[config.mk]
export PLATFORM = sky130hd
export DESIGN_NAME = specialRegs
export DESIGN_NICKNAME = d
export VERILOG_FILES = /design/src/cpuPkg.sv /design/src/specialRegs.sv
export SDC_FILE = /design/constraint.sdc
export NUM_CORES = 1
export LEC_CHECK = 0
export BUFFER_PORTS_ARGS = -buffer_cell sky130_fd_sc_hd__buf_2
export CORE_ASPECT_RATIO = 1.4
export CORE_MARGIN = 2
export CORE_UTILIZATION = 30
export CTS_CLUSTER_SIZE = 14
export DETAILED_ROUTE_END_ITERATION = 12
export PLACE_DENSITY_LB_ADDON = 0.25
export SLEW_MARGIN = 20
export SYNTH_ARGS = -nofsm -noshare
export SYNTH_HDL_FRONTEND = slang
export SYNTH_SLANG_ARGS = --single-unit
[constraint.sdc]
create_clock -name Clock -period 0.97 [get_ports Clock]
set_input_delay 0.0485 -clock Clock [delete_from_list [all_inputs] [get_ports Clock]]
set_output_delay 0.0485 -clock Clock [all_outputs]
set_load 0.05 [all_outputs]
[src/cpuPkg.sv]
`default_nettype none

package cpuPkg;

	typedef logic [31:0] word_t; // bus and register word
	typedef logic [63:0] dword_t; // full alu result before the z split
	typedef logic [3:0] regIdx_t; // general register number

	typedef enum logic [3:0] {
		opNone = 4'd0,
		opAdd = 4'd1,
		opSub = 4'd2,
		opAnd = 4'd3,
		opOr = 4'd4,
		opNeg = 4'd5,
		opNot = 4'd6,
		opShr = 4'd7,
		opShra = 4'd8,
		opShl = 4'd9,
		opRor = 4'd10,
		opRol = 4'd11,
		opMul = 4'd12
	} aluOp_t;

	// branch conditions, from ir bits 20:19
	typedef enum logic [1:0] {
		condZero = 2'd0,
		condNonZero = 2'd1,
		condPos = 2'd2,
		condNeg = 2'd3
	} cond_t;

	localparam int memDepth = 256; // ram words
	typedef logic [$clog2(memDepth)-1:0] memAddr_t; // low bits of mar

	localparam int constWidth = 19; // ir immediate field

endpackage

`default_nettype wire

[src/specialRegs.sv]
`timescale 1ns/1ps
`default_nettype none

module specialRegs (
	input wire logic Clock,
	input wire logic rstN,
	input wire cpuPkg::word_t bus,
	input wire logic pcIn,
	input wire logic irIn,
	input wire logic hiIn,
	input wire logic loIn,
	input wire cpuPkg::word_t aluResult,
	input wire logic incPc,
	output cpuPkg::word_t pcData,
	output cpuPkg::word_t ir,
	output cpuPkg::word_t hiData,
	output cpuPkg::word_t loData,
	output cpuPkg::word_t constData
);

	localparam int extWidth = $bits(cpuPkg::word_t) - cpuPkg::constWidth;

	always_ff @(posedge Clock or negedge rstN) begin
		if (!rstN) begin
			pcData <= '0;
		end else if (incPc) begin
			pcData <= aluResult; // pc + 1 from the alu
		end else if (pcIn) begin
			pcData <= bus;
		end
	end

	always_ff @(posedge Clock or negedge rstN) begin
		if (!rstN) begin
			ir <= '0;
			hiData <= '0;
			loData <= '0;
		end else begin
			if (irIn) ir <= bus;
			if (hiIn) hiData <= bus;
			if (loIn) loData <= bus;
		end
	end

	// sign-extended immediate
	assign constData = {{extWidth{ir[cpuPkg::constWidth-1]}}, ir[cpuPkg::constWidth-1:0]};

endmodule

`default_nettype wire

==> flow_summary.toml <==
[outcome]
outcome = "finished with violations"
violations = "setup timing"

[grt]
grt_pass1_wl_mm = 24.8
grt_max_degree = 49
grt_pass1_vias = 4479
grt.total_usage = 0.158
overflow = 0
grt_antenna_before_repair = 1

[synth]
syn_area_per_cell_sq_um = 15.4
synth_edf_count = 0
yosysSeqAreaShare = 0.553
syn_nets = 446
netlist_instances = 375
synth_top_area_cell = "dfrtp_1"
yosysWarnings = 0
synth_flop_cell = "dfrtp_1"
synth_commonest_cells = "dfrtp_1, mux2_4, buf_4, mux2i_1, nand2_1"
synth.top_cell.area_share = 0.553
netlist_area_sq_um = 5790
synth_top_cells_by_area = "dfrtp_1, mux2_4, mux2i_1, buf_12, buf_4"
yosys.cell_count.top_type = "dfrtp_1"
ys_types = 12
synth_seq_cells = 128
postSynth.asyncResetShare = 1.00

[route]
num_vias = 4151
wl_met2_mm = 8.56
drt_iter0_drc = 131
wl_per_cell_um = 17.0
wl_met3_um = 952
wirelength_met1_mm = 6.30
drc = 0
via_per_inst = 4.37
wl_mm = 16.2
drtAntennaViolNets = 0
highest_layer = "met4"
firstDrtPassIters = 4

[floorplanning]
core_sq_um = 19100
std_cell_rows = 60
io_pins = 231
start_util = 0.304
die_height_um = 168
die-area_sq_um = 20400
die_x_um = 121

[hold_path]
hold_path_class = "primary input to asynchronous set/reset pin"

[critical_path]
slowest_stage = "dfrtp_2"
slowest_delay_ns = 0.43
critPathKind = "flip-flop to output port"
cp.required_ns = 0.92
startpoint_type = "flip-flop"
rr_worst_depth = 4
cp.arrival_ns = 1.14
crit_chain = "buf_6 > buf_6"
end_kind = "output port"
crit_fanout = 8
cpMostUsedCell = "buf_6"

[cts]
cts.sinks = 128
cts.htree.levels = 4
clk_path_buf_depth = 2
clk_root_buffer_cell = "clkbuf_16"
cts_buffers = 17
clock_latency_ns = 0.41
tritoncts = "yes"
clk_pin_slew_ns = 0.07

[timing]
layout_setup_ws_ns = -0.221
min_period_ns = 1.19
setup_viol = 160
whs_ns = 0.0612
hold_viol_final = 0
drv_slew = 0
skew_ns = 0
tightest_slew_ns = 0.286
finalCritPeriodShare = 1.23
grt_setup_unrepaired = "true"
slew_headroom = 0.810
finalSetupTns_ns = -11.52
fmax_ghz = 0.839

[power_and_ir_drop]
leakage_nw = 4.64
p_per_area_nw_per_um2 = 1950
ir_drop_mv = 0.987

[final_layout]
nFillCells = 1594
final_util = 0.510
final_area_sq_um = 9720
drive_gt1_frac = 0.726
syn_to_final_growth_pct = 67.9
final_nets = 758

[placement]
numPortBuffers = 230
dpl_cell_area_sq_um = 7100
gp_congestion = 0.739
dp_hpwl_mm = 10.4

[job]
maxCapViolCount = 0
[registers in the layout (all words and copies together), names as in the netlist]
| register | cells |
|---|---|
| pcData | 32 |
| ir | 32 |
| hiData | 32 |
| loData | 32 |
[where the power goes]
| group | switching, W | internal, W | total [W] |
|---|---|---|---|
| combinational | 0.00348 | 0.00260 | 0.00607 |
| sequential | 0.000471 | 0.00595 | 0.00642 |
| clock | 0.00252 | 0.00390 | 0.00643 |
| total | 0.00647 | 0.0124 | 0.0189 |
[cell usage in the layout (no fill, tap or decap), types with 6 or more instances in the layout]
master         synthesis  routed
dlygate4sd3_1          0      65
buf_8                  0      16
dfrtp_2                0      96
mux2_4                90      90
mux2_2                 6       6
clkbuf_16              0      17
buf_12                12      16
mux2i_1               32      32
buf_6                  4     144
dfrtp_1              128      32
nand2_1               32      32
buf_4                 32      38
o21ai_1               28      28
buf_2                  7      69
[metal layers]
layer / up-vias / GRT usage
met2: 152 / 0.275
met5: - / 0
li1: 1884 / -
met1: 2097 / 0.183
met4: 0 / 0.0565
met3: 18 / 0.0501
[kinds of logic after synthesis]
family / count (synthesis) / share of synthesized area
AOI/OAI and AO/OA: 32 / 0.0290
buffers and inverters: 55 / 0.0968
DFF: 128 / 0.553
muxes: 128 / 0.300
and+or+nand+nor: 32 / 0.0207
[layout make-up]
type,instances,area [sq um],area share
Clock inverter,13,151,0.0156
Multi-Input combinational cell,192,2030,0.209
Tap cell,248,310,0.0319
Clock buffer,19,443,0.0456
Sequential cell,128,3320,0.342
Timing Repair Buffer,348,3460,0.356
Antenna cell,1,2.50,0.000257
[critical path: cells and delay by family, from the launching register on]
family	cells	cell delay, ns
flops	1	0.43
buf+inv	2	0.30
[stage by stage]
step                      std cells  power, W  setup slack (ns)
final                           949    0.0189            -0.221
after global placement          814    0.0110             0.105
after global routing            949    0.0196            -0.265
after CTS                       931    0.0190            -0.235
after detailed placement        814    0.0111            0.0959
after floorplan                 375    0.0100           -0.0239
[timing repair]
| action | 4_1_cts | 5_1_grt |
|---|---|---|
| setup endpoints to repair | 160 | 161 |
| gates resized for setup | 341 | 5 |
| endpoints found under the hold margin | 256 | 0 |
| hold buffers | 65 | 0 |
| setup buffers | 20 | 17 |
| cloned | 0 | 0 |
[final timing paths]
check,from,end,slack (ns)
worst max-delay path,ir[18]$_DFFE_PN0P_,constData[26],-0.22
worst min-delay path,rstN,pcData[23]$_DFFE_PN0P_,0.06
worst max register to register,pcData[7]$_DFFE_PN0P_,pcData[7]$_DFFE_PN0P_,0.01
worst min register to register,loData[2]$_DFFE_PN0P_,loData[2]$_DFFE_PN0P_,0.53
max in group asynchronous,rstN,hiData[18]$_DFFE_PN0P_,0.33
min in group Clock,incPc,pcData[25]$_DFFE_PN0P_,0.10
Note: power is estimated with default switching activity, not from simulation.
