File: config.mk
export PLATFORM = sky130hd
export DESIGN_NAME = aluUnit
export DESIGN_NICKNAME = d
export VERILOG_FILES = /design/src/cpuPkg.sv /design/src/aluUnit.sv
export SDC_FILE = /design/constraint.sdc
export NUM_CORES = 2
export LEC_CHECK = 0
export BUFFER_PORTS_ARGS = -buffer_cell sky130_fd_sc_hd__buf_4
export CAP_MARGIN = 10
export CORE_ASPECT_RATIO = 1.4
export CORE_UTILIZATION = 40
export CTS_BUF_LIST = sky130_fd_sc_hd__clkbuf_8
export DETAILED_ROUTE_END_ITERATION = 6
export SYNTH_ARGS = -nofsm -noshare
export SYNTH_HDL_FRONTEND = slang
export SYNTH_SLANG_ARGS = --single-unit
File: constraint.sdc
create_clock -name Clock -period 14.95 [get_ports Clock]
set_clock_uncertainty 0.05 [all_clocks]
set_input_delay 0.7475 -clock Clock [delete_from_list [all_inputs] [get_ports Clock]]
set_output_delay 0.7475 -clock Clock [all_outputs]
set_load 0.02 [all_outputs]
File: src/cpuPkg.sv
`default_nettype none

package cpuPkg;

	typedef logic [31:0] word_t; // bus and register word
	typedef logic [63:0] dword_t; // full alu result before the z split
	typedef logic [3:0] regIdx_t; // general register number

	typedef enum logic [3:0] {
		opNone = 4'd0,
		opAdd = 4'd1,
		opSub = 4'd2,
		opAnd = 4'd3,
		opOr = 4'd4,
		opNeg = 4'd5,
		opNot = 4'd6,
		opShr = 4'd7,
		opShra = 4'd8,
		opShl = 4'd9,
		opRor = 4'd10,
		opRol = 4'd11,
		opMul = 4'd12
	} aluOp_t;

	// branch conditions, from ir bits 20:19
	typedef enum logic [1:0] {
		condZero = 2'd0,
		condNonZero = 2'd1,
		condPos = 2'd2,
		condNeg = 2'd3
	} cond_t;

	localparam int memDepth = 256; // ram words
	typedef logic [$clog2(memDepth)-1:0] memAddr_t; // low bits of mar

	localparam int constWidth = 19; // ir immediate field

endpackage

`default_nettype wire

File: src/aluUnit.sv
`timescale 1ns/1ps
`default_nettype none

module aluUnit (
	input wire logic Clock,
	input wire logic rstN,
	input wire cpuPkg::word_t bus,
	input wire cpuPkg::word_t constData,
	input wire logic yIn,
	input wire logic zIn,
	input wire logic cOut,
	input wire logic incPc,
	input wire cpuPkg::aluOp_t aluOp,
	output cpuPkg::word_t zLowData,
	output cpuPkg::word_t zHighData,
	output cpuPkg::word_t aluLow
);

	cpuPkg::word_t yReg;
	cpuPkg::word_t opA;
	cpuPkg::word_t opB;
	cpuPkg::aluOp_t effOp;
	cpuPkg::dword_t result;
	logic [4:0] shamt;

	always_ff @(posedge Clock or negedge rstN) begin
		if (!rstN) begin
			yReg <= '0;
		end else if (yIn) begin
			yReg <= bus;
		end
	end

	assign opA = incPc ? 32'd1 : yReg;
	assign opB = cOut ? constData : bus;
	assign effOp = incPc ? cpuPkg::opAdd : aluOp; // increment is a plain add
	assign shamt = opB[4:0];

	always_comb begin
		result = '0;
		case (effOp)
			cpuPkg::opAdd: result[31:0] = opA + opB;
			cpuPkg::opSub: result[31:0] = opA - opB;
			cpuPkg::opAnd: result[31:0] = opA & opB;
			cpuPkg::opOr: result[31:0] = opA | opB;
			cpuPkg::opNeg: result[31:0] = -opB; // unary ops take B
			cpuPkg::opNot: result[31:0] = ~opB;
			cpuPkg::opShr: result[31:0] = opA >> shamt;
			cpuPkg::opShra: result[31:0] = $signed(opA) >>> shamt;
			cpuPkg::opShl: result[31:0] = opA << shamt;
			cpuPkg::opRor: result[31:0] = (opA >> shamt) | (opA << (6'd32 - shamt));
			cpuPkg::opRol: result[31:0] = (opA << shamt) | (opA >> (6'd32 - shamt));
			cpuPkg::opMul: result = $signed(opA) * $signed(opB); // full 64-bit product
			default: result = '0;
		endcase
	end

	assign aluLow = result[31:0];

	always_ff @(posedge Clock or negedge rstN) begin
		if (!rstN) begin
			zLowData <= '0;
			zHighData <= '0;
		end else if (zIn) begin
			zLowData <= result[31:0];
			zHighData <= result[63:32];
		end
	end

	// the sequencer must pick a function whenever it latches z
	aZinOp: assert property (@(posedge Clock) disable iff (!rstN) zIn |-> aluOp != cpuPkg::opNone)
		else $error("aluUnit: zIn with no alu operation");

endmodule

`default_nettype wire

==> impl_results.md <==
- Crit path arrival time: 11.78 ns
- Cell Area, Synth: 51,900 µm²
- H-tree depth: 3
- Clock sink total: 96
- Max transition margin: -1.16%
- Maximum number of pins on one net before global-route repair: 83
- Most common cell after layout, fill and taps aside: sky130_fd_sc_hd__fa_1
- Maximum clock path buffer count: 2
- Worst Path Max Fanout: 31
- Cell mode on critical path: sky130_fd_sc_hd__fa_1
- Maximum Capacitance Violations: 1
- Vias in the first global route: 50.9k
- Post-synthesis cell type with the largest combined area: sky130_fd_sc_hd__fa_1
- Type of destination of the critical path: primary output
- Floorplan die area: 131,000 µm²
- Root Buffer: sky130_fd_sc_hd__clkbuf_8
- Final hold slack: 0.232 ns
- Commonest cells after routing, fill and taps aside: 1,084 x sky130_fd_sc_hd__fa_1, 1,041 x sky130_fd_sc_hd__inv_1, 840 x sky130_fd_sc_hd__nor2_1
- Setup repair after global routing missed its margin: false
- Global-route wire length before repair: 364,000 µm
- Initial antenna violation count: 10
- Number of synthesized register bits: 96
- Highest clock frequency the design can meet: 79.5 MHz
- Leading register cell type out of synthesis: sky130_fd_sc_hd__dfrtp_1
- Cell count after synthesis: 6,128
- Share of layout cells above drive strength 1: 9.44%
- Clock latency reported for the late side of the worst-skew pair: 0.59 ns
- Distinct cells, synth: 93
- Post-Syn Area per Cell: 8.47 µm²
- Sum of negative setup slack: 0 ns
- Number of pins with negative max-slew slack in the final report: 2
- Relative area change from synthesis to final layout: 6.88%
- Detailed-route vias per instance: 6.13
- Post-CTS setup buffers: 0
- Row count: 156
- Synth top area share: 41.8%
- Hold bufs inserted after CTS: 0
- Number of remaining DRC errors: 0
- Global routing usage summed across all routing layers: 39.1%
- Total of fill cells in the finished design: 13.1k
- Number of I/O pins: 170
- Hold violation count in the final report: 0
- Buf/Inv on CP: 6
- TritonCTS clock tree: built
- Max stage delay on crit path: 1.06 ns
- Synth async-reset ratio: 100%
- Net count after synthesis: 7,567
- Transition time at the pin with the least slew margin: 1.51 ns
- Area of the core: 129,000 µm²
- Top cells by area in the synthesized netlist: sky130_fd_sc_hd__fa_1 42%, sky130_fd_sc_hd__inv_1 7.5%, sky130_fd_sc_hd__ha_1 6.8%
- Final worst path period share: 84.1%
- DR pass1 iterations: 6
- Die boundary height: 428 µm
- Share of synthesized area occupied by flip-flops and latches: 4.63%
- Number of cells in the design after placement: 7,718
- Final cell utilization of the core: 43.0%
- Horizontal extent of the die: 306 µm
- Total setup violations reported at the end of the flow: 0
- Number of buffers inserted during clock tree synthesis: 9
- Number of buffers inserted by port buffering: 169
- Detailed-route wire length: 251,000 µm
- Category of the critical setup timing path: primary input to primary output
- Remaining antenna violation count after routing: 0
- Number of warnings printed during yosys synthesis: 0
- Slowest library cell on the worst path: sky130_fd_sc_hd__xor2_1
- GRT overflow: 0
- Shortest clock period the worst path allows after layout: 12.58 ns
- Number of flops mapped to enable cells by yosys: 0
- Clock-pin slew of the registers on the worst-case setup and hold paths: 0.16 ns
- Effective utilization at floorplan: 40.3%
- Required time of the critical path: 14.15 ns
- Status: finished, violations left
- Hold crit path type: primary input to async pin
- Global placement routability congestion: 1.07
- CP Launch Type: primary input
- Worst path top cell family by delay: adder cells
- Number of violations reported at the end of detailed-routing iteration 0: 4,802
- Violated checks: capacitance limit, slew limit
- Via count: 47.5k
- Net count reported at finish: 7,513
- Post-layout instance count excluding filler cells: 7,743
- Routed wire length per instance: 32.4 µm
- Half-perimeter wire length after detailed placement: 197,000 µm
- Post-cts gate resize count: 0
## synth_stat cells (62+ instances only)
| cell | instances |
|---|---|
| sky130_fd_sc_hd__xnor2_1 | 68 |
| sky130_fd_sc_hd__clkbuf_1 | 286 |
| sky130_fd_sc_hd__o21ai_0 | 182 |
| sky130_fd_sc_hd__a21oi_1 | 243 |
| sky130_fd_sc_hd__nand2_1 | 692 |
| sky130_fd_sc_hd__a21o_1 | 62 |
| sky130_fd_sc_hd__mux4_2 | 62 |
| sky130_fd_sc_hd__inv_1 | 1043 |
| sky130_fd_sc_hd__fa_1 | 1084 |
| sky130_fd_sc_hd__ha_1 | 281 |
| sky130_fd_sc_hd__nor2_1 | 842 |
| sky130_fd_sc_hd__dfrtp_1 | 96 |
| sky130_fd_sc_hd__mux2i_1 | 114 |
## registers in the layout (all words and copies together) (netlist names)
register and cells:
yReg 32, zHighData 32, zLowData 32
## area by class of cell
type / count / area, µm² / area share (%)
Clock buffer: 9 / 124 / 0.223
Inverter: 1071 / 4020 / 7.25
Clock inverter: 7 / 72.6 / 0.131
Tap cell: 1659 / 2080 / 3.74
Sequential cell: 96 / 2400 / 4.33
Antenna cell: 5 / 12.5 / 0.0226
Multi-Input combinational cell: 4546 / 44000 / 79.4
Timing Repair Buffer: 350 / 2710 / 4.89
## stage by stage
stage	setup slack (ns)	area [µm²]
global placement	2.71	55100
finish	2.37	55400
global route	2.30	55400
detailed placement	3.08	55100
floorplan	5.22	51900
CTS	3.05	55300
## kinds of logic (layout without fill, tap and decap cells)
family,count (synthesis),in the layout,share of synthesized area [%]
fa+ha+maj,1365,1365,48.6
xor+xnor,110,110,1.89
flops,96,96,4.63
other cells,0,5,0
simple gates,1857,1857,14.9
buf+inv,1486,1437,11.2
mux,243,243,6.45
compound gates,971,971,12.4
## metal layers
layer,global-route usage [%],part of all wire [%]
met4,37.2,12
met2,63.1,47
met5,0,0.010
met3,7.76,8.1
met1,43.0,33
## worst register-to-register path: cells and delay by family, from the launching register on
kind                       cells  cell delay, ns
AOI/OAI and AO/OA              6            1.99
adders and majority gates      9            4.33
buffers and inverters          4            1.57
DFF                            1            0.80
and+or+nand+nor                6            2.23
## final timing paths
check	start	end	slack, ns	depth (start not counted)
max	cOut	aluLow[28]	2.37	27
max in group asynchronous	rstN	zLowData[1]	13.43	2
min in group Clock	bus[24]	yReg[24]	0.35	3
min reg2reg	zHighData[18]	zHighData[18]	0.45	1
max reg2reg	yReg[17]	zHighData[28]	3.93	25
min	rstN	zHighData[31]	0.23	1
Power is not shown: default switching activity piles up to over one toggle a cycle in this logic, so the estimate is an artifact.
