[src/cpuPkg.sv]
`default_nettype none

package cpuPkg;

	typedef logic [31:0] word_t; // bus and register word
	typedef logic [63:0] dword_t; // full alu result before the z split
	typedef logic [3:0] regIdx_t; // general register number

	typedef enum logic [3:0] {
		opNone = 4'd0,
		opAdd = 4'd1,
		opSub = 4'd2,
		opAnd = 4'd3,
		opOr = 4'd4,
		opNeg = 4'd5,
		opNot = 4'd6,
		opShr = 4'd7,
		opShra = 4'd8,
		opShl = 4'd9,
		opRor = 4'd10,
		opRol = 4'd11,
		opMul = 4'd12
	} aluOp_t;

	// branch conditions, from ir bits 20:19
	typedef enum logic [1:0] {
		condZero = 2'd0,
		condNonZero = 2'd1,
		condPos = 2'd2,
		condNeg = 2'd3
	} cond_t;

	localparam int memDepth = 256; // ram words
	typedef logic [$clog2(memDepth)-1:0] memAddr_t; // low bits of mar

	localparam int constWidth = 19; // ir immediate field

endpackage

`default_nettype wire

[src/ioPorts.sv]
`timescale 1ns/1ps
`default_nettype none

module ioPorts (
	input wire logic Clock,
	input wire logic rstN,
	input wire cpuPkg::word_t bus,
	input wire cpuPkg::word_t inPortData,
	input wire logic strobe,
	input wire logic outPortIn,
	output cpuPkg::word_t inPortReg,
	output cpuPkg::word_t outPort
);

	always_ff @(posedge Clock or negedge rstN) begin
		if (!rstN) begin
			inPortReg <= '0;
		end else if (strobe) begin
			inPortReg <= inPortData; // device side
		end
	end

	always_ff @(posedge Clock or negedge rstN) begin
		if (!rstN) begin
			outPort <= '0;
		end else if (outPortIn) begin
			outPort <= bus;
		end
	end

endmodule

`default_nettype wire

[config.mk]
export PLATFORM = sky130hd
export DESIGN_NAME = ioPorts
export DESIGN_NICKNAME = d
export VERILOG_FILES = /design/src/cpuPkg.sv /design/src/ioPorts.sv
export SDC_FILE = /design/constraint.sdc
export NUM_CORES = 1
export LEC_CHECK = 0
export BUFFER_PORTS_ARGS = -buffer_cell sky130_fd_sc_hd__buf_2
export CELL_PAD_IN_SITES_DETAIL_PLACEMENT = 0
export CELL_PAD_IN_SITES_GLOBAL_PLACEMENT = 1
export CORE_MARGIN = 3
export CORE_UTILIZATION = 39
export DETAILED_ROUTE_END_ITERATION = 6
export PLACE_DENSITY = 0.85
export SYNTH_ARGS = -nofsm -noshare
export SYNTH_HDL_FRONTEND = slang
export SYNTH_SLANG_ARGS = --single-unit
[constraint.sdc]
create_clock -name Clock -period 2.27 [get_ports Clock]
set_input_delay 0.454 -clock Clock [delete_from_list [all_inputs] [get_ports Clock]]
set_output_delay 0.454 -clock Clock [all_outputs]
set_load 0.02 [all_outputs]
==> results of run 1 <==
==> per-layer routing <==
metal	GRT usage	up-vias	wire length [µm]
met1	0.182	794	2200
met2	0.236	50	3020
met3	0.0341	13	277
met4	0.0717	0	117
met5	0	-	0
li1	-	746	-
==> power groups by stage <==
stage / clock [µW] / sequential (µW) / combinational [µW]
CTS: 1170 / 1320 / 595
detailed placement: 0 / 1330 / 595
global route: 1230 / 1330 / 621
floorplan: 0 / 1480 / 234
finish: 1140 / 1320 / 586
global placement: 0 / 1330 / 586
==> final timing paths <==
| check | startpoint | end |
|---|---|---|
| max | inPortReg[14] | inPortReg[14] |
| min | rstN | outPort[4] |
| max reg2reg | inPortReg[22] | inPortReg[22] |
| min reg2reg | outPort[0] | outPort[0] |
| max in group asynchronous | rstN | inPortReg[22] |
| min in group Clock | bus[6] | outPort[6] |
==> final cells by class <==
class / count / area, µm²
Fill cell: 543 / 2940
Sequential cell: 64 / 1600
Multi-Input combinational cell: 64 / 946
Timing Repair Buffer: 134 / 716
Clock buffer: 10 / 128
Clock inverter: 6 / 108
Tap cell: 77 / 96.3
==> state kept, by name, indices dropped and copies added (netlist names) <==
signal,cells
outPort,32
inPortReg,32
==> placed cells by master, fill, tap and decap left out, drive strengths merged <==
master	n
buf	134
dfrtp	64
mux2	64
clkbuf	10
bufinv	3
clkinv	2
clkinvlp	1
==> metrics by stage <==
stage / area, µm² / hold slack (ns)
5_1_grt: 3590 / 0.131
2_1_floorplan: 2690 / 0.158
3_5_place_dp: 3360 / 0.471
4_1_cts: 3590 / 0.107
6_report: 3590 / 0.105
3_3_place_gp: 3360 / 0.467
==> logic make-up after synthesis <==
group                  synth area share
DFF                               0.595
muxes                             0.352
buffers and inverters            0.0530
==> impl_metrics.yaml, run 1 <==
outcome:
  status: "finished, final reports clean"
sta:
  rsz0062_at_grt: "no"
  slew_headroom: 0.637
  final.period_utilization: 0.588
  period_minus_slack_ns: 1.33
  skew_ns: 0
  max_freq_mhz: 750
  max_slew.worst_pin.slew_ns: 0.545
  final-setup-viol-count: 0
  setup_tns_ns: 0
  setup_ws_ns: 0.936
  finalHoldViolCount: 0
  slew_viol_final: 0
clock_network:
  worstSkewPairLatency_ns: 0.32
  ctsLongestPathBuffers: 2
  cts_setup_buffers: 0
  cts_tree: "done"
  cts_root_buf: "clkbuf_8"
  cts.sinks: 64
  cts_max_level: 3
  clk_pin_slew_ns: 0.07
  cts_resized: 0
  postCtsHoldBufs: 0
  cts_made_buffers: 9
floorplanning:
  die_area_um2: 7930
  io-pin-count: 132
  die_w_um: 89.1
  start_util: 0.412
  die_h_um: 89.1
  row_count: 29
  coreArea_um2: 6530
worst_setup_path:
  timing.reg2reg.setup_slack_ns: 1.48
  slowest_delay_ns: 0.40
  path_max_fanout: 2
  slowest_stage: "dfrtp_1"
  cp-end-kind: "output pin"
  crit_type: "flip-flop to output pin"
  startpoint_type: "flip-flop"
  arrival_ns: 0.88
  cp_top_family: "flip-flops"
  crit_cells: 1
  reg2reg_depth: 1
  crit_chain: "buf_2"
  crit_buf_inv: 1
  crit_required_ns: 1.82
power_and_ir_drop:
  internal_power_uw: 2270
  p_sw_uw: 772
  p_leak_uw: 0.00192
  vdd_drop_max_uv: 366
  p_sw_frac: 0.254
  p_comb_frac: 0.192
  seqPwrFrac: 0.433
  clock_power_share: 0.375
  p_total_uw: 3040
  powerDensity_nw_per_um2: 847
detailed_routing:
  drc_errors: 0
  totalWireLength_um: 5610
  dr.pass1.iters: 2
  vias: 1603
  ant_nets: 0
  vias_per_cell: 4.52
  routedWlPerCell_um: 15.8
  drtIter0Drc: 44
global_routing:
  antenna_found_initial: 0
  grt_pass1_wl_um: 8470
  grt_usage: 0.145
  grt_max_degree: 43
  grt_overflow: 0
  grt_pass1_vias: 1657
layout:
  final_cell_count_no_fill: 355
  antenna_cells: 0
  area_delta_synth_final_pct: 33.6
  drive_above_1_share: 0.766
  nNetsFinal: 341
  fin_util: 0.550
yosys:
  yosysMostFrequentCell: "dfrtp_1"
  syn_avg_cell_area_um2: 19.8
  synth_top_area_frac: 0.595
  ys_types: 5
  synth_seq_cells: 64
  syn_area_um2: 2690
  synth_cells: 136
  syn-num-nets: 204
  ys_async_sr_fraction: 1.00
  synth_edf_count: 0
  synth_flop_cell: "dfrtp_1"
  seq_area_frac_synth: 0.595
  yosys-top-cells-count: "64 x dfrtp_1, 60 x mux2_4, 6 x buf_12"
  yosysWarnings: 0
  synth_top_cell_by_area: "dfrtp_1"
  synthTopCellsByArea: "dfrtp_1 60%, mux2_4 33%, buf_12 4.5%"
hold_path:
  holdCritPathClass: "input pin to async pin"
placed_design:
  finalWeightedCongestion: 0.764
  place_inst: 339
  dp_hpwl_um: 4190
  io_buffers: 131
  dp_slack_ns: 0.755
job:
  maxCapViolations: 0
(Power assumes the default switching activity.)
==> run 2: changes to the inputs <==
- CORE_UTILIZATION: 39 -> 36
- PLACE_DENSITY: 0.85 -> 0.8
- clock period: 2.27 -> 1.34 ns (I/O delays scaled with it)
==> run 2 against run 1 <==
  * Utilization is 4.1 points lower
  * Combinational power is 70% higher
  * Clock-buffer cell count is 2 higher
  * Register-to-register slack worse by 0.92 ns
  * Via count is 0.94% higher
  * Worst setup slack worse by 0.75 ns
  * Wire length is 5.8% lower
  * Power is 51% higher
  * First-iteration DRC count is 4.5% lower
  * Die area is 7.8% higher
==> impl_metrics.yaml, run 2 (same netlist as run 1, synthesis figures left out) <==
outcome:
  status: "finished, final reports clean"
layout:
  area_delta_synth_final_pct: 33.0
  top_regs: "inPortReg: 32 flops, outPort: 32 flops"
  layout_commonest_cell: "buf_2"
  final_cell_count_no_fill: 376
  nNetsFinal: 343
  antenna_cells: 0
  fillCellCount: 614
  drive_above_1_share: 0.761
  final_cell_mix: "131 x buf_2, 64 x dfrtp_1, 60 x mux2_4, 10 x clkbuf_8"
power_and_ir_drop:
  p_sw_uw: 1260
  p_comb_frac: 0.217
  powerDensity_nw_per_um2: 1280
  p_total_uw: 4600
  vdd_drop_max_uv: 573
  internal_power_uw: 3340
  p_leak_uw: 0.00191
  clock_power_share: 0.298
  seqPwrFrac: 0.485
  p_sw_frac: 0.274
global_routing:
  grt_pass1_wl_um: 8600
  grt_max_degree: 65
  grt_overflow: 0
  antenna_found_initial: 0
  grt_usage: 0.130
  grt_pass1_vias: 1806
detailed_routing:
  vias: 1618
  wl_met2_um: 2330
  drtIter0Drc: 42
  wl_met3_um: 631
  dr.pass1.iters: 4
  ant_nets: 0
  routedWlPerCell_um: 14.1
  totalWireLength_um: 5280
  routed.top_layer: "met4"
  drc_errors: 0
  vias_per_cell: 4.30
  route.layer.met1.wl_um: 2260
sta:
  slew_headroom: 0.779
  final.period_utilization: 0.858
  setup_tns_ns: 0
  final-setup-viol-count: 0
  timing.hold.ws_ns: 0.173
  rsz0062_at_grt: "no"
  skew_ns: 0
  slew_viol_final: 0
  finalHoldViolCount: 0
  max_slew.worst_pin.slew_ns: 0.331
  max_freq_mhz: 870
  period_minus_slack_ns: 1.15
clock_network:
  cts_max_level: 3
  worstSkewPairLatency_ns: 0.32
  clk_pin_slew_ns: 0.07
  cts_made_buffers: 9
  ctsLongestPathBuffers: 2
  cts_root_buf: "clkbuf_8"
  cts_tree: "done"
  cts_resized: 0
  cts.sinks: 64
hold_path:
  holdCritPathClass: "input pin to flip-flop"
worst_setup_path:
  slowest_stage: "dfrtp_1"
  arrival_ns: 0.88
  cp-end-kind: "output pin"
  crit_chain: "buf_2"
  cp_top_family: "flip-flops"
  crit_buf_inv: 1
  path_max_fanout: 2
  crit_type: "flip-flop to output pin"
  crit_required_ns: 1.07
  startpoint_type: "flip-flop"
  slowest_delay_ns: 0.39
placed_design:
  place_inst: 359
  finalWeightedCongestion: 0.725
  dp_hpwl_um: 3810
  io_buffers: 131
floorplanning:
  start_util: 0.383
  die_w_um: 92.4
  die_h_um: 92.4
  coreArea_um2: 7020
  die_area_um2: 8550
  io-pin-count: 132
  row_count: 30
job:
  maxCapViolations: 0
run 2: per-layer routing:
metal	up-vias	track usage
met3	7	0.0682
met5	-	0
met2	95	0.180
li1	751	-
met4	0	0.0582
met1	765	0.168
run 2: final cells by class:
cell class                 count  area, µm²  area share
timing repair buffer         136        746       0.208
sequential                    64       1600       0.448
clock inverter                 4       20.0     0.00559
multi-input combinational     64        946       0.264
tap                           96        120      0.0336
clock buffer                  12        145      0.0406
run 2: timing repair:
item                                    4_1_cts  5_1_grt
buffers inserted                              0        0
hold buffers                                  1        0
endpoints found under the hold margin        64        0
endpoints found under the setup margin        0        0
run 2: final timing paths:
check                      slack, ns      startpoint       endpoint  cells past startpoint
max                             0.19    inPortReg[7]   inPortReg[7]                      1
min                             0.17  inPortData[24]  inPortReg[24]                      2
max in group asynchronous       0.57            rstN    outPort[21]                      3
max reg2reg                     0.56    inPortReg[7]   inPortReg[7]                      1
min reg2reg                     0.50     outPort[29]    outPort[29]                      1
min in group asynchronous       0.48            rstN   inPortReg[4]                      3
run 2: power by group through the flow:
| stage | clock network (µW) | registers (µW) | logic (µW) |
|---|---|---|---|
| 2_1_floorplan | 0 | 2500 | 396 |
| 4_1_cts | 1440 | 2230 | 1010 |
| 5_1_grt | 1540 | 2260 | 1060 |
| 3_5_place_dp | 0 | 2260 | 1010 |
| 3_3_place_gp | 0 | 2260 | 992 |
| 6_report | 1370 | 2230 | 996 |
run 2: per-stage QoR:
step / area [µm²] / worst slack [ns] / util
after floorplan: 2690 / 0.405 / -
after global placement: 3400 / 0.232 / 0.485
after detailed placement: 3400 / 0.214 / 0.485
after CTS: 3580 / 0.160 / 0.510
after global routing: 3580 / 0.127 / 0.510
final: 3580 / 0.190 / 0.510
