`src/cpuPkg.sv`:
```
`default_nettype none

package cpuPkg;

	typedef logic [31:0] word_t; // bus and register word
	typedef logic [63:0] dword_t; // full alu result before the z split
	typedef logic [3:0] regIdx_t; // general register number

	typedef enum logic [3:0] {
		opNone = 4'd0,
		opAdd = 4'd1,
		opSub = 4'd2,
		opAnd = 4'd3,
		opOr = 4'd4,
		opNeg = 4'd5,
		opNot = 4'd6,
		opShr = 4'd7,
		opShra = 4'd8,
		opShl = 4'd9,
		opRor = 4'd10,
		opRol = 4'd11,
		opMul = 4'd12
	} aluOp_t;

	// branch conditions, from ir bits 20:19
	typedef enum logic [1:0] {
		condZero = 2'd0,
		condNonZero = 2'd1,
		condPos = 2'd2,
		condNeg = 2'd3
	} cond_t;

	localparam int memDepth = 256; // ram words
	typedef logic [$clog2(memDepth)-1:0] memAddr_t; // low bits of mar

	localparam int constWidth = 19; // ir immediate field

endpackage

`default_nettype wire

```
`src/busMux.sv`:
```
`timescale 1ns/1ps
`default_nettype none

module busMux (
	input wire logic Clock, // only for the one-hot check
	input wire logic rstN,
	input wire logic pcOut,
	input wire logic zLowOut,
	input wire logic zHighOut,
	input wire logic hiOut,
	input wire logic loOut,
	input wire logic mdrOut,
	input wire logic inPortOut,
	input wire logic regOut,
	input wire cpuPkg::word_t pcData,
	input wire cpuPkg::word_t zLowData,
	input wire cpuPkg::word_t zHighData,
	input wire cpuPkg::word_t hiData,
	input wire cpuPkg::word_t loData,
	input wire cpuPkg::word_t mdrData,
	input wire cpuPkg::word_t inPortData,
	input wire cpuPkg::word_t regData,
	output cpuPkg::word_t bus
);

	logic [7:0] outSel;

	assign outSel = {pcOut, zLowOut, zHighOut, hiOut, loOut, mdrOut, inPortOut, regOut};

	always_comb begin
		unique case (outSel)
			8'b1000_0000: bus = pcData;
			8'b0100_0000: bus = zLowData;
			8'b0010_0000: bus = zHighData;
			8'b0001_0000: bus = hiData;
			8'b0000_1000: bus = loData;
			8'b0000_0100: bus = mdrData;
			8'b0000_0010: bus = inPortData;
			8'b0000_0001: bus = regData;
			default: bus = '0; // idle bus reads zero
		endcase
	end

	// two drivers in one cycle would corrupt every destination loaded that cycle
	aOneSource: assert property (@(posedge Clock) disable iff (!rstN) $onehot0(outSel))
		else $error("busMux: more than one out strobe %b", outSel);

endmodule

`default_nettype wire

```
`config.mk`:
```
export PLATFORM = sky130hd
export DESIGN_NAME = busMux
export DESIGN_NICKNAME = d
export VERILOG_FILES = /design/src/cpuPkg.sv /design/src/busMux.sv
export SDC_FILE = /design/constraint.sdc
export NUM_CORES = 1
export LEC_CHECK = 0
export BUFFER_PORTS_ARGS = -buffer_cell sky130_fd_sc_hd__clkbuf_2
export CAP_MARGIN = 0
export CORE_AREA = 4 4 113 115
export DETAILED_ROUTE_END_ITERATION = 16
export DIE_AREA = 0 0 117 119
export GPL_TIMING_DRIVEN = 0
export SLEW_MARGIN = 20
export SYNTH_ARGS = -nofsm -noshare
export SYNTH_HDL_FRONTEND = slang
export SYNTH_SLANG_ARGS = --single-unit
export TNS_END_PERCENT = 10
```
`constraint.sdc`:
```
create_clock -name vclk -period 5.71
set_input_delay 1.713 -clock vclk [all_inputs]
set_output_delay 1.713 -clock vclk [all_outputs]
set_load 0.02 [all_outputs]
```
==> results of run 1 <==
-- through the flow --
step / power (mW) / utilization, %
finish: 0.256 / 42.0
global route: 0.275 / 42.0
CTS: 0.253 / 42.0
detailed placement: 0.252 / 42.0
global placement: 0.245 / 42.0
floorplan: 0.116 / -
-- area by class of cell --
class,instances,area (um^2),share of cell area [%]
plain buffers,69,284,5.73
repair buffers,296,1480,29.9
multi-input cells,364,3010,60.7
well taps,147,184,3.71
-- placed cells by master, fill, tap and decap left out --
| cell | n |
|---|---|
| nor2_1 | 4 |
| nor2b_1 | 2 |
| clkbuf_1 | 49 |
| o21a_1 | 1 |
| o211ai_1 | 96 |
| o2111ai_1 | 32 |
| a22oi_1 | 31 |
| nor4_4 | 2 |
| nand3b_1 | 1 |
| buf_2 | 20 |
| clkbuf_2 | 296 |
| nand2_1 | 3 |
| and3b_1 | 192 |
-- worst min-delay path: stages --
cell	delay (ns)
clkbuf_2	0.08
a22oi_1	0.06
o2111ai_1	0.18
clkbuf_2	0.17
-- where the power goes --
part | switching [mW] | leakage, nW | internal [mW]
logic | 0.129 | 2.97 | 0.127
clock network | 0 | 0 | 0
registers | 0 | 0 | 0
total | 0.129 | 2.97 | 0.127
-- worst max-delay path by stage --
| stage | endpoint | start |
|---|---|---|
| 2_1_floorplan | bus[0] | pcOut |
| 3_3_place_gp | bus[10] | zLowOut |
| 3_5_place_dp | bus[10] | pcOut |
| 4_1_cts | bus[10] | pcOut |
| 5_1_grt | bus[10] | pcOut |
| 6_report | bus[10] | pcOut |
-- cells by family (layout without fill, tap and decap cells) --
group / after synthesis / in the layout / share of synthesized area, %
buffers and inverters: 69 / 365 / 8.62
AND/OR/NAND/NOR: 204 / 204 / 53.7
AO/OA/AOI/OAI: 160 / 160 / 37.7
-- layer usage --
metal  part of all wire (%)  vias to the layer above
met5                      0                        -
met4                    2.0                        0
met3                    8.4                       34
met2                     52                      307
met1                     38                     2386
li1                       -                     2382
==> flow_metrics.tcl, run 1 <==
set metrics [dict create \
    status "completed" \
    num_vias 5109 \
    holdWs_ns 3.91 \
    slowest_stage "nor4_4" \
    ys_seq_area_share_pct 0 \
    placed_cell_area_mm2 0.00496 \
    critPathLaunchType "input pin" \
    worstPathMaxFanout 10 \
    route.detailed.drc 0 \
    first_iter_violations 320 \
    grt_pass1_vias 5198 \
    antenna_found_initial 0 \
    die_y_um 119 \
    max-vdd-ir-drop_uv 25.5 \
    hold_class "input pin to output pin" \
    cp_cell_sequence "clkbuf_2, nor4_4, clkbuf_1, o211ai_1, o2111ai_1, clkbuf_2" \
    gr-usage-met3_pct 3.66 \
    drtAntennaViolNets 0 \
    slew-limit-headroom_pct 55.0 \
    synth_cell_types 12 \
    grtUsageMet2_pct 49.0 \
    p_per_area_mw_per_mm2 51.5 \
    dieArea_mm2 0.0139 \
    track_usage_pct 25.9 \
    crit_top_cell "clkbuf_2" \
    setup-tns-final_ns 0 \
    synth_cells 433 \
    grt_max_degree 11 \
    worstSetupEndpointType "output pin" \
    nFillCells 1282 \
    critPathMaxStageDelay_ns 0.52 \
    min_from "inPortData[5]" \
    timing.final.crit_share_pct 92.7 \
    ios 298 \
    fin_ws_ns 0.418 \
    flops_and_latches 0 \
    arrival_ns 3.58 \
    diodes 0 \
    nClkBuffers 0 \
    syn-num-nets 699 \
    fin_nets 997 \
    synth_top_cells_by_area "and3b_1 (51%), o211ai_1 (22%), o2111ai_1 (8.5%)" \
    areaGrowthSynthToFinish_pct 50.5 \
    via_per_inst 5.83 \
    fmax_ghz 0.189 \
    min_to "bus[5]" \
    port_buffers 296 \
    design_area_mm2 0.00496 \
    synthTopCellsByCount "and3b_1 (192), o211ai_1 (96), clkbuf_1 (49)" \
    synth_top_area_share_pct 51.0 \
    drt-wirelength-per-cell_um 22.7 \
    wirelength_um 19900 \
    critical-path-top-delay-family "buffers and inverters" \
    yosysTopAreaCell "and3b_1" \
    yosys_warnings 0 \
    crit_type "input pin to output pin" \
    row_count 40 \
    overflow 0 \
    finalHoldViolations 0 \
    grt_pass1_wl_um 28000 \
    cp_num_buf_inv 3 \
    use_met1_pct 30.0 \
    rsz0062_at_grt "no" \
    initial_core_util_pct 27.9 \
    syn_area_mm2 0.00330 \
    syn_area_per_cell_um2 7.61 \
    cts_hold_buf 0 \
    min_period_ns 5.29 \
    core_region_area_mm2 0.0118 \
    pre_cts_slack_ns 0.387 \
    min_path_cells 4 \
    grt-busiest-layer "met2" \
    fp.dieW_um 117 \
    gp_congestion 1.03 \
    drt_first_pass_iters 5 \
    drive_gt1_share_pct 43.6 \
    worstSetupPathDepth 6 \
    finalNonFillerCells 876 \
    post_cts_buffers 0 \
    tightest_slew_ns 0.670 \
    required_ns 4.00 \
    final_max_slew_viol_count 0 \
    seq_area_um2 0 \
    dp_cells 876 \
    drv_cap 0 \
    cts_resized 0 \
    final-setup-viol-count 0 \
    hpwl_um 16900 \
    p_leak_nw 2.97 \
    synth_most_common_cell "and3b_1" \
]
Note: power is estimated with default switching activity, not from simulation.
==> run 2: changes to the inputs <==
--- a/config.mk
+++ b/config.mk
@@ -11,6 +11,7 @@
 export DETAILED_ROUTE_END_ITERATION = 16
 export DIE_AREA = 0 0 117 119
 export GPL_TIMING_DRIVEN = 0
+export RECOVER_POWER = 50
 export SLEW_MARGIN = 20
 export SYNTH_ARGS = -nofsm -noshare
 export SYNTH_HDL_FRONTEND = slang
==> run 2 against run 1 <==
Net effect:
- global-route usage is the same
- core utilization decreased by 0.15 points
- setup slack got worse by 0.13 ns
- maximum frequency is 2.4% lower
- critical path depth stayed put
- via count up 0.29%
- critical path type unchanged
- largest power group unchanged
==> flow_metrics.tcl, run 2 (synthesis results as in run 1) <==
set metrics [dict create \
    areaGrowthSynthToFinish_pct 50.0 \
    holdWs_ns 3.91 \
    arrival_ns 3.71 \
    min_period_ns 5.43 \
    max-vdd-ir-drop_uv 25.4 \
    drive_gt1_share_pct 41.7 \
    port_buffers 296 \
    ios 298 \
    p_per_area_mw_per_mm2 51.6 \
    via_per_inst 5.85 \
    gp_congestion 1.03 \
    worstPathMaxFanout 10 \
    crit_type "input pin to output pin" \
    worstSetupEndpointType "output pin" \
    critPathLaunchType "input pin" \
    grt_pass1_wl_um 28000 \
    track_usage_pct 25.9 \
    layout_common_cells "clkbuf_2 (283), and3b_1 (192), o211ai_1 (96), clkbuf_1 (63), o2111ai_1 (32)" \
    timing.final.crit_share_pct 95.0 \
    rsz0062_at_grt "no" \
    core_region_area_mm2 0.0118 \
    nFillCells 1286 \
    hpwl_um 16900 \
    final-setup-viol-count 0 \
    flops_and_latches 0 \
    wirelength_um 19900 \
    tightest_slew_ns 0.675 \
    cts_hold_buf 0 \
    status "completed" \
    overflow 0 \
    grt_pass1_vias 5198 \
    fmax_ghz 0.184 \
    post_cts_buffers 0 \
    finalPower_mw 0.255 \
    antenna_found_initial 0 \
    num_vias 5124 \
    hold_class "input pin to output pin" \
    required_ns 4.00 \
    nClkBuffers 0 \
    setup-tns-final_ns 0 \
    fp.dieW_um 117 \
    diodes 0 \
    drt_first_pass_iters 5 \
    dieArea_mm2 0.0139 \
    final_max_slew_viol_count 0 \
    layout_commonest_cell "clkbuf_2" \
    slew-limit-headroom_pct 54.7 \
    first_iter_violations 301 \
    grt_max_degree 11 \
    drv_cap 0 \
    cts_resized 0 \
    route.detailed.drc 0 \
    drt-wirelength-per-cell_um 22.7 \
    p_leak_nw 2.92 \
    row_count 40 \
    die_y_um 119 \
    seq_area_um2 0 \
    drtAntennaViolNets 0 \
    finalHoldViolations 0 \
    initial_core_util_pct 27.9 \
    multi_input_area_mm2 0.00301 \
    fin_nets 997 \
]
## run 2: cell types whose count changed in the layout (fill, tap and decap cells not counted), sizes merged
| cell | before | now |
|---|---|---|
| clkbuf | 345 | 346 |
| buf | 20 | 19 |
## run 2: layout make-up
type | count | share of cell area, %
multi-input cells | 364 | 60.9
repair buffers | 296 | 29.6
plain buffers | 69 | 5.72
well taps | 147 | 3.72
## run 2: worst paths after layout
path	from	endpoint	cells after the start
max	inPortOut	bus[25]	6
min	inPortData[5]	bus[5]	4
## run 2: metrics by stage
step	worst slack [ns]	std cells	instance area, um^2	util, %
final	0.285	876	4940	41.9
after global routing	0.167	876	4940	41.9
after CTS	0.393	876	4960	42.0
after detailed placement	0.387	876	4960	42.0
after global placement	0.434	876	4960	42.0
after floorplan	1.13	433	3300	-
## run 2: power breakdown
part,total [mW],switching [mW],internal [mW]
clock network,0,0,0
registers,0,0,0
logic,0.255,0.129,0.126
## run 2: layer usage
metal / track usage [%] / part of all wire (%) / up-vias
li1: - / - / 2383
met1: 30.0 / 38 / 2410
met2: 49.0 / 52 / 296
met3: 3.66 / 8.3 / 35
met4: 5.52 / 2.0 / 0
met5: 0 / 0 / -
## run 2: worst max-delay path: stages
cell       delay, ns
clkbuf_2        0.13
nor4_4          0.65
clkbuf_1        0.49
o211ai_1        0.31
o2111ai_1       0.20
clkbuf_2        0.21
==> run 3: changes to the inputs <==
--- a/config.mk
+++ b/config.mk
@@ -11,6 +11,7 @@
 export DETAILED_ROUTE_END_ITERATION = 16
 export DIE_AREA = 0 0 117 119
 export GPL_TIMING_DRIVEN = 0
+export PLACE_DENSITY = 0.62
 export RECOVER_POWER = 50
 export SLEW_MARGIN = 20
 export SYNTH_ARGS = -nofsm -noshare
==> run 3 against run 2 <==
Net effect:
- setup slack improved by 0.11 ns
- die area stayed put
- critical path depth unchanged
- power fell by 1.8%
- non-clock buffer count stayed put
- via count fell by 3.8%
- flip-flop and latch count stayed put
- first-iteration DRC count is 11% higher
- wire length decreased by 3.9%
- sequential share of layout area unchanged
- critical endpoint is now bus[10]
- largest cell class unchanged
==> flow_metrics.tcl, run 3 (synthesis results as in run 1) <==
set metrics [dict create \
    status "completed" \
    p_per_area_mw_per_mm2 50.7 \
    grt_pass1_wl_um 27100 \
    max-vdd-ir-drop_uv 22.1 \
    critPathLaunch "pcOut" \
    row_count 40 \
    cts_hold_buf 0 \
    via_per_inst 5.63 \
    required_ns 4.00 \
    finalNonFillerCells 876 \
    grt-busiest-layer "met2" \
    port_buffers 296 \
    grt_max_degree 11 \
    nClkBuffers 0 \
    first_iter_violations 333 \
    core_region_area_mm2 0.0118 \
    wirelength_um 19100 \
    post_cts_buffers 0 \
    worstPathMaxFanout 10 \
    drt_first_pass_iters 5 \
    timing.final.crit_share_pct 93.1 \
    hpwl_um 16300 \
    min_period_ns 5.32 \
    finalPower_mw 0.251 \
    crit_type "input pin to output pin" \
    overflow 0 \
    use_met1_pct 30.2 \
    rsz0062_at_grt "no" \
    final_max_slew_viol_count 0 \
    grtUsageMet2_pct 46.0 \
    hold_class "input pin to output pin" \
    die_y_um 119 \
    final-setup-viol-count 0 \
    grt_pass1_vias 4808 \
    drtAntennaViolNets 0 \
    arrival_ns 3.60 \
    fin_nets 997 \
    drv_cap 0 \
    setup-tns-final_ns 0 \
    areaGrowthSynthToFinish_pct 50.0 \
    gr-usage-met3_pct 4.42 \
    layout_commonest_cell "clkbuf_2" \
    slew-limit-headroom_pct 51.1 \
    track_usage_pct 25.0 \
    fp.dieW_um 117 \
    cts_resized 0 \
    route.detailed.drc 0 \
    antenna_found_initial 0 \
    min_from "inPortData[18]" \
    seq_area_um2 0 \
    layout_common_cells "clkbuf_2 (283), and3b_1 (192), o211ai_1 (96), clkbuf_1 (62), o2111ai_1 (32)" \
    finalHoldViolations 0 \
    dieArea_mm2 0.0139 \
    crit_end "bus[10]" \
    diodes 0 \
    worstSetupEndpointType "output pin" \
    num_vias 4930 \
    p_leak_nw 2.92 \
    drive_gt1_share_pct 41.8 \
    critPathLaunchType "input pin" \
    gp_congestion 0.889 \
    fmax_ghz 0.188 \
    drt-wirelength-per-cell_um 21.8 \
    initial_core_util_pct 27.9 \
    flops_and_latches 0 \
    dp_cells 876 \
    tightest_slew_ns 0.728 \
    ios 298 \
]
run 3: routing by layer:
metal / vias to the layer above / wire [um]
li1: 2385 / -
met1: 2273 / 7520
met2: 252 / 9600
met3: 20 / 1630
met4: 0 / 342
met5: - / 0
run 3: where the power goes:
part | total (mW) | leakage, nW | internal (mW) | switching [mW]
sequential | 0 | 0 | 0 | 0
clock | 0 | 0 | 0 | 0
combinational | 0.251 | 2.92 | 0.126 | 0.125
total | 0.251 | 2.92 | 0.126 | 0.125
run 3: layout make-up:
type	instances	area, um^2
Tap cell	147	184
Buffer	69	284
Multi-Input combinational cell	364	3010
Timing Repair Buffer	296	1470
Fill cell	1285	6870
run 3: per-stage QoR:
step / hold WS [ns] / util, % / setup slack [ns] / cell area, um^2
floorplan: 3.77 / - / 1.13 / 3300
global placement: 3.90 / 42.0 / 0.348 / 4960
detailed placement: 3.90 / 42.0 / 0.363 / 4960
CTS: 3.90 / 42.0 / 0.361 / 4960
global route: 3.92 / 41.9 / 0.328 / 4940
finish: 3.91 / 41.9 / 0.395 / 4940
run 3: how the worst min path moves through the flow:
stage	slack [ns]	cells after the start	to
after floorplan	3.77	3	bus[30]
after global placement	3.90	4	bus[3]
after detailed placement	3.90	4	bus[7]
after CTS	3.90	4	bus[7]
after global routing	3.92	4	bus[16]
final	3.91	4	bus[18]
run 3: critical path, cell delays in order:
cell,delay [ns]
clkbuf_2,0.12
nor4_4,0.54
clkbuf_1,0.49
o211ai_1,0.30
o2111ai_1,0.21
clkbuf_2,0.23
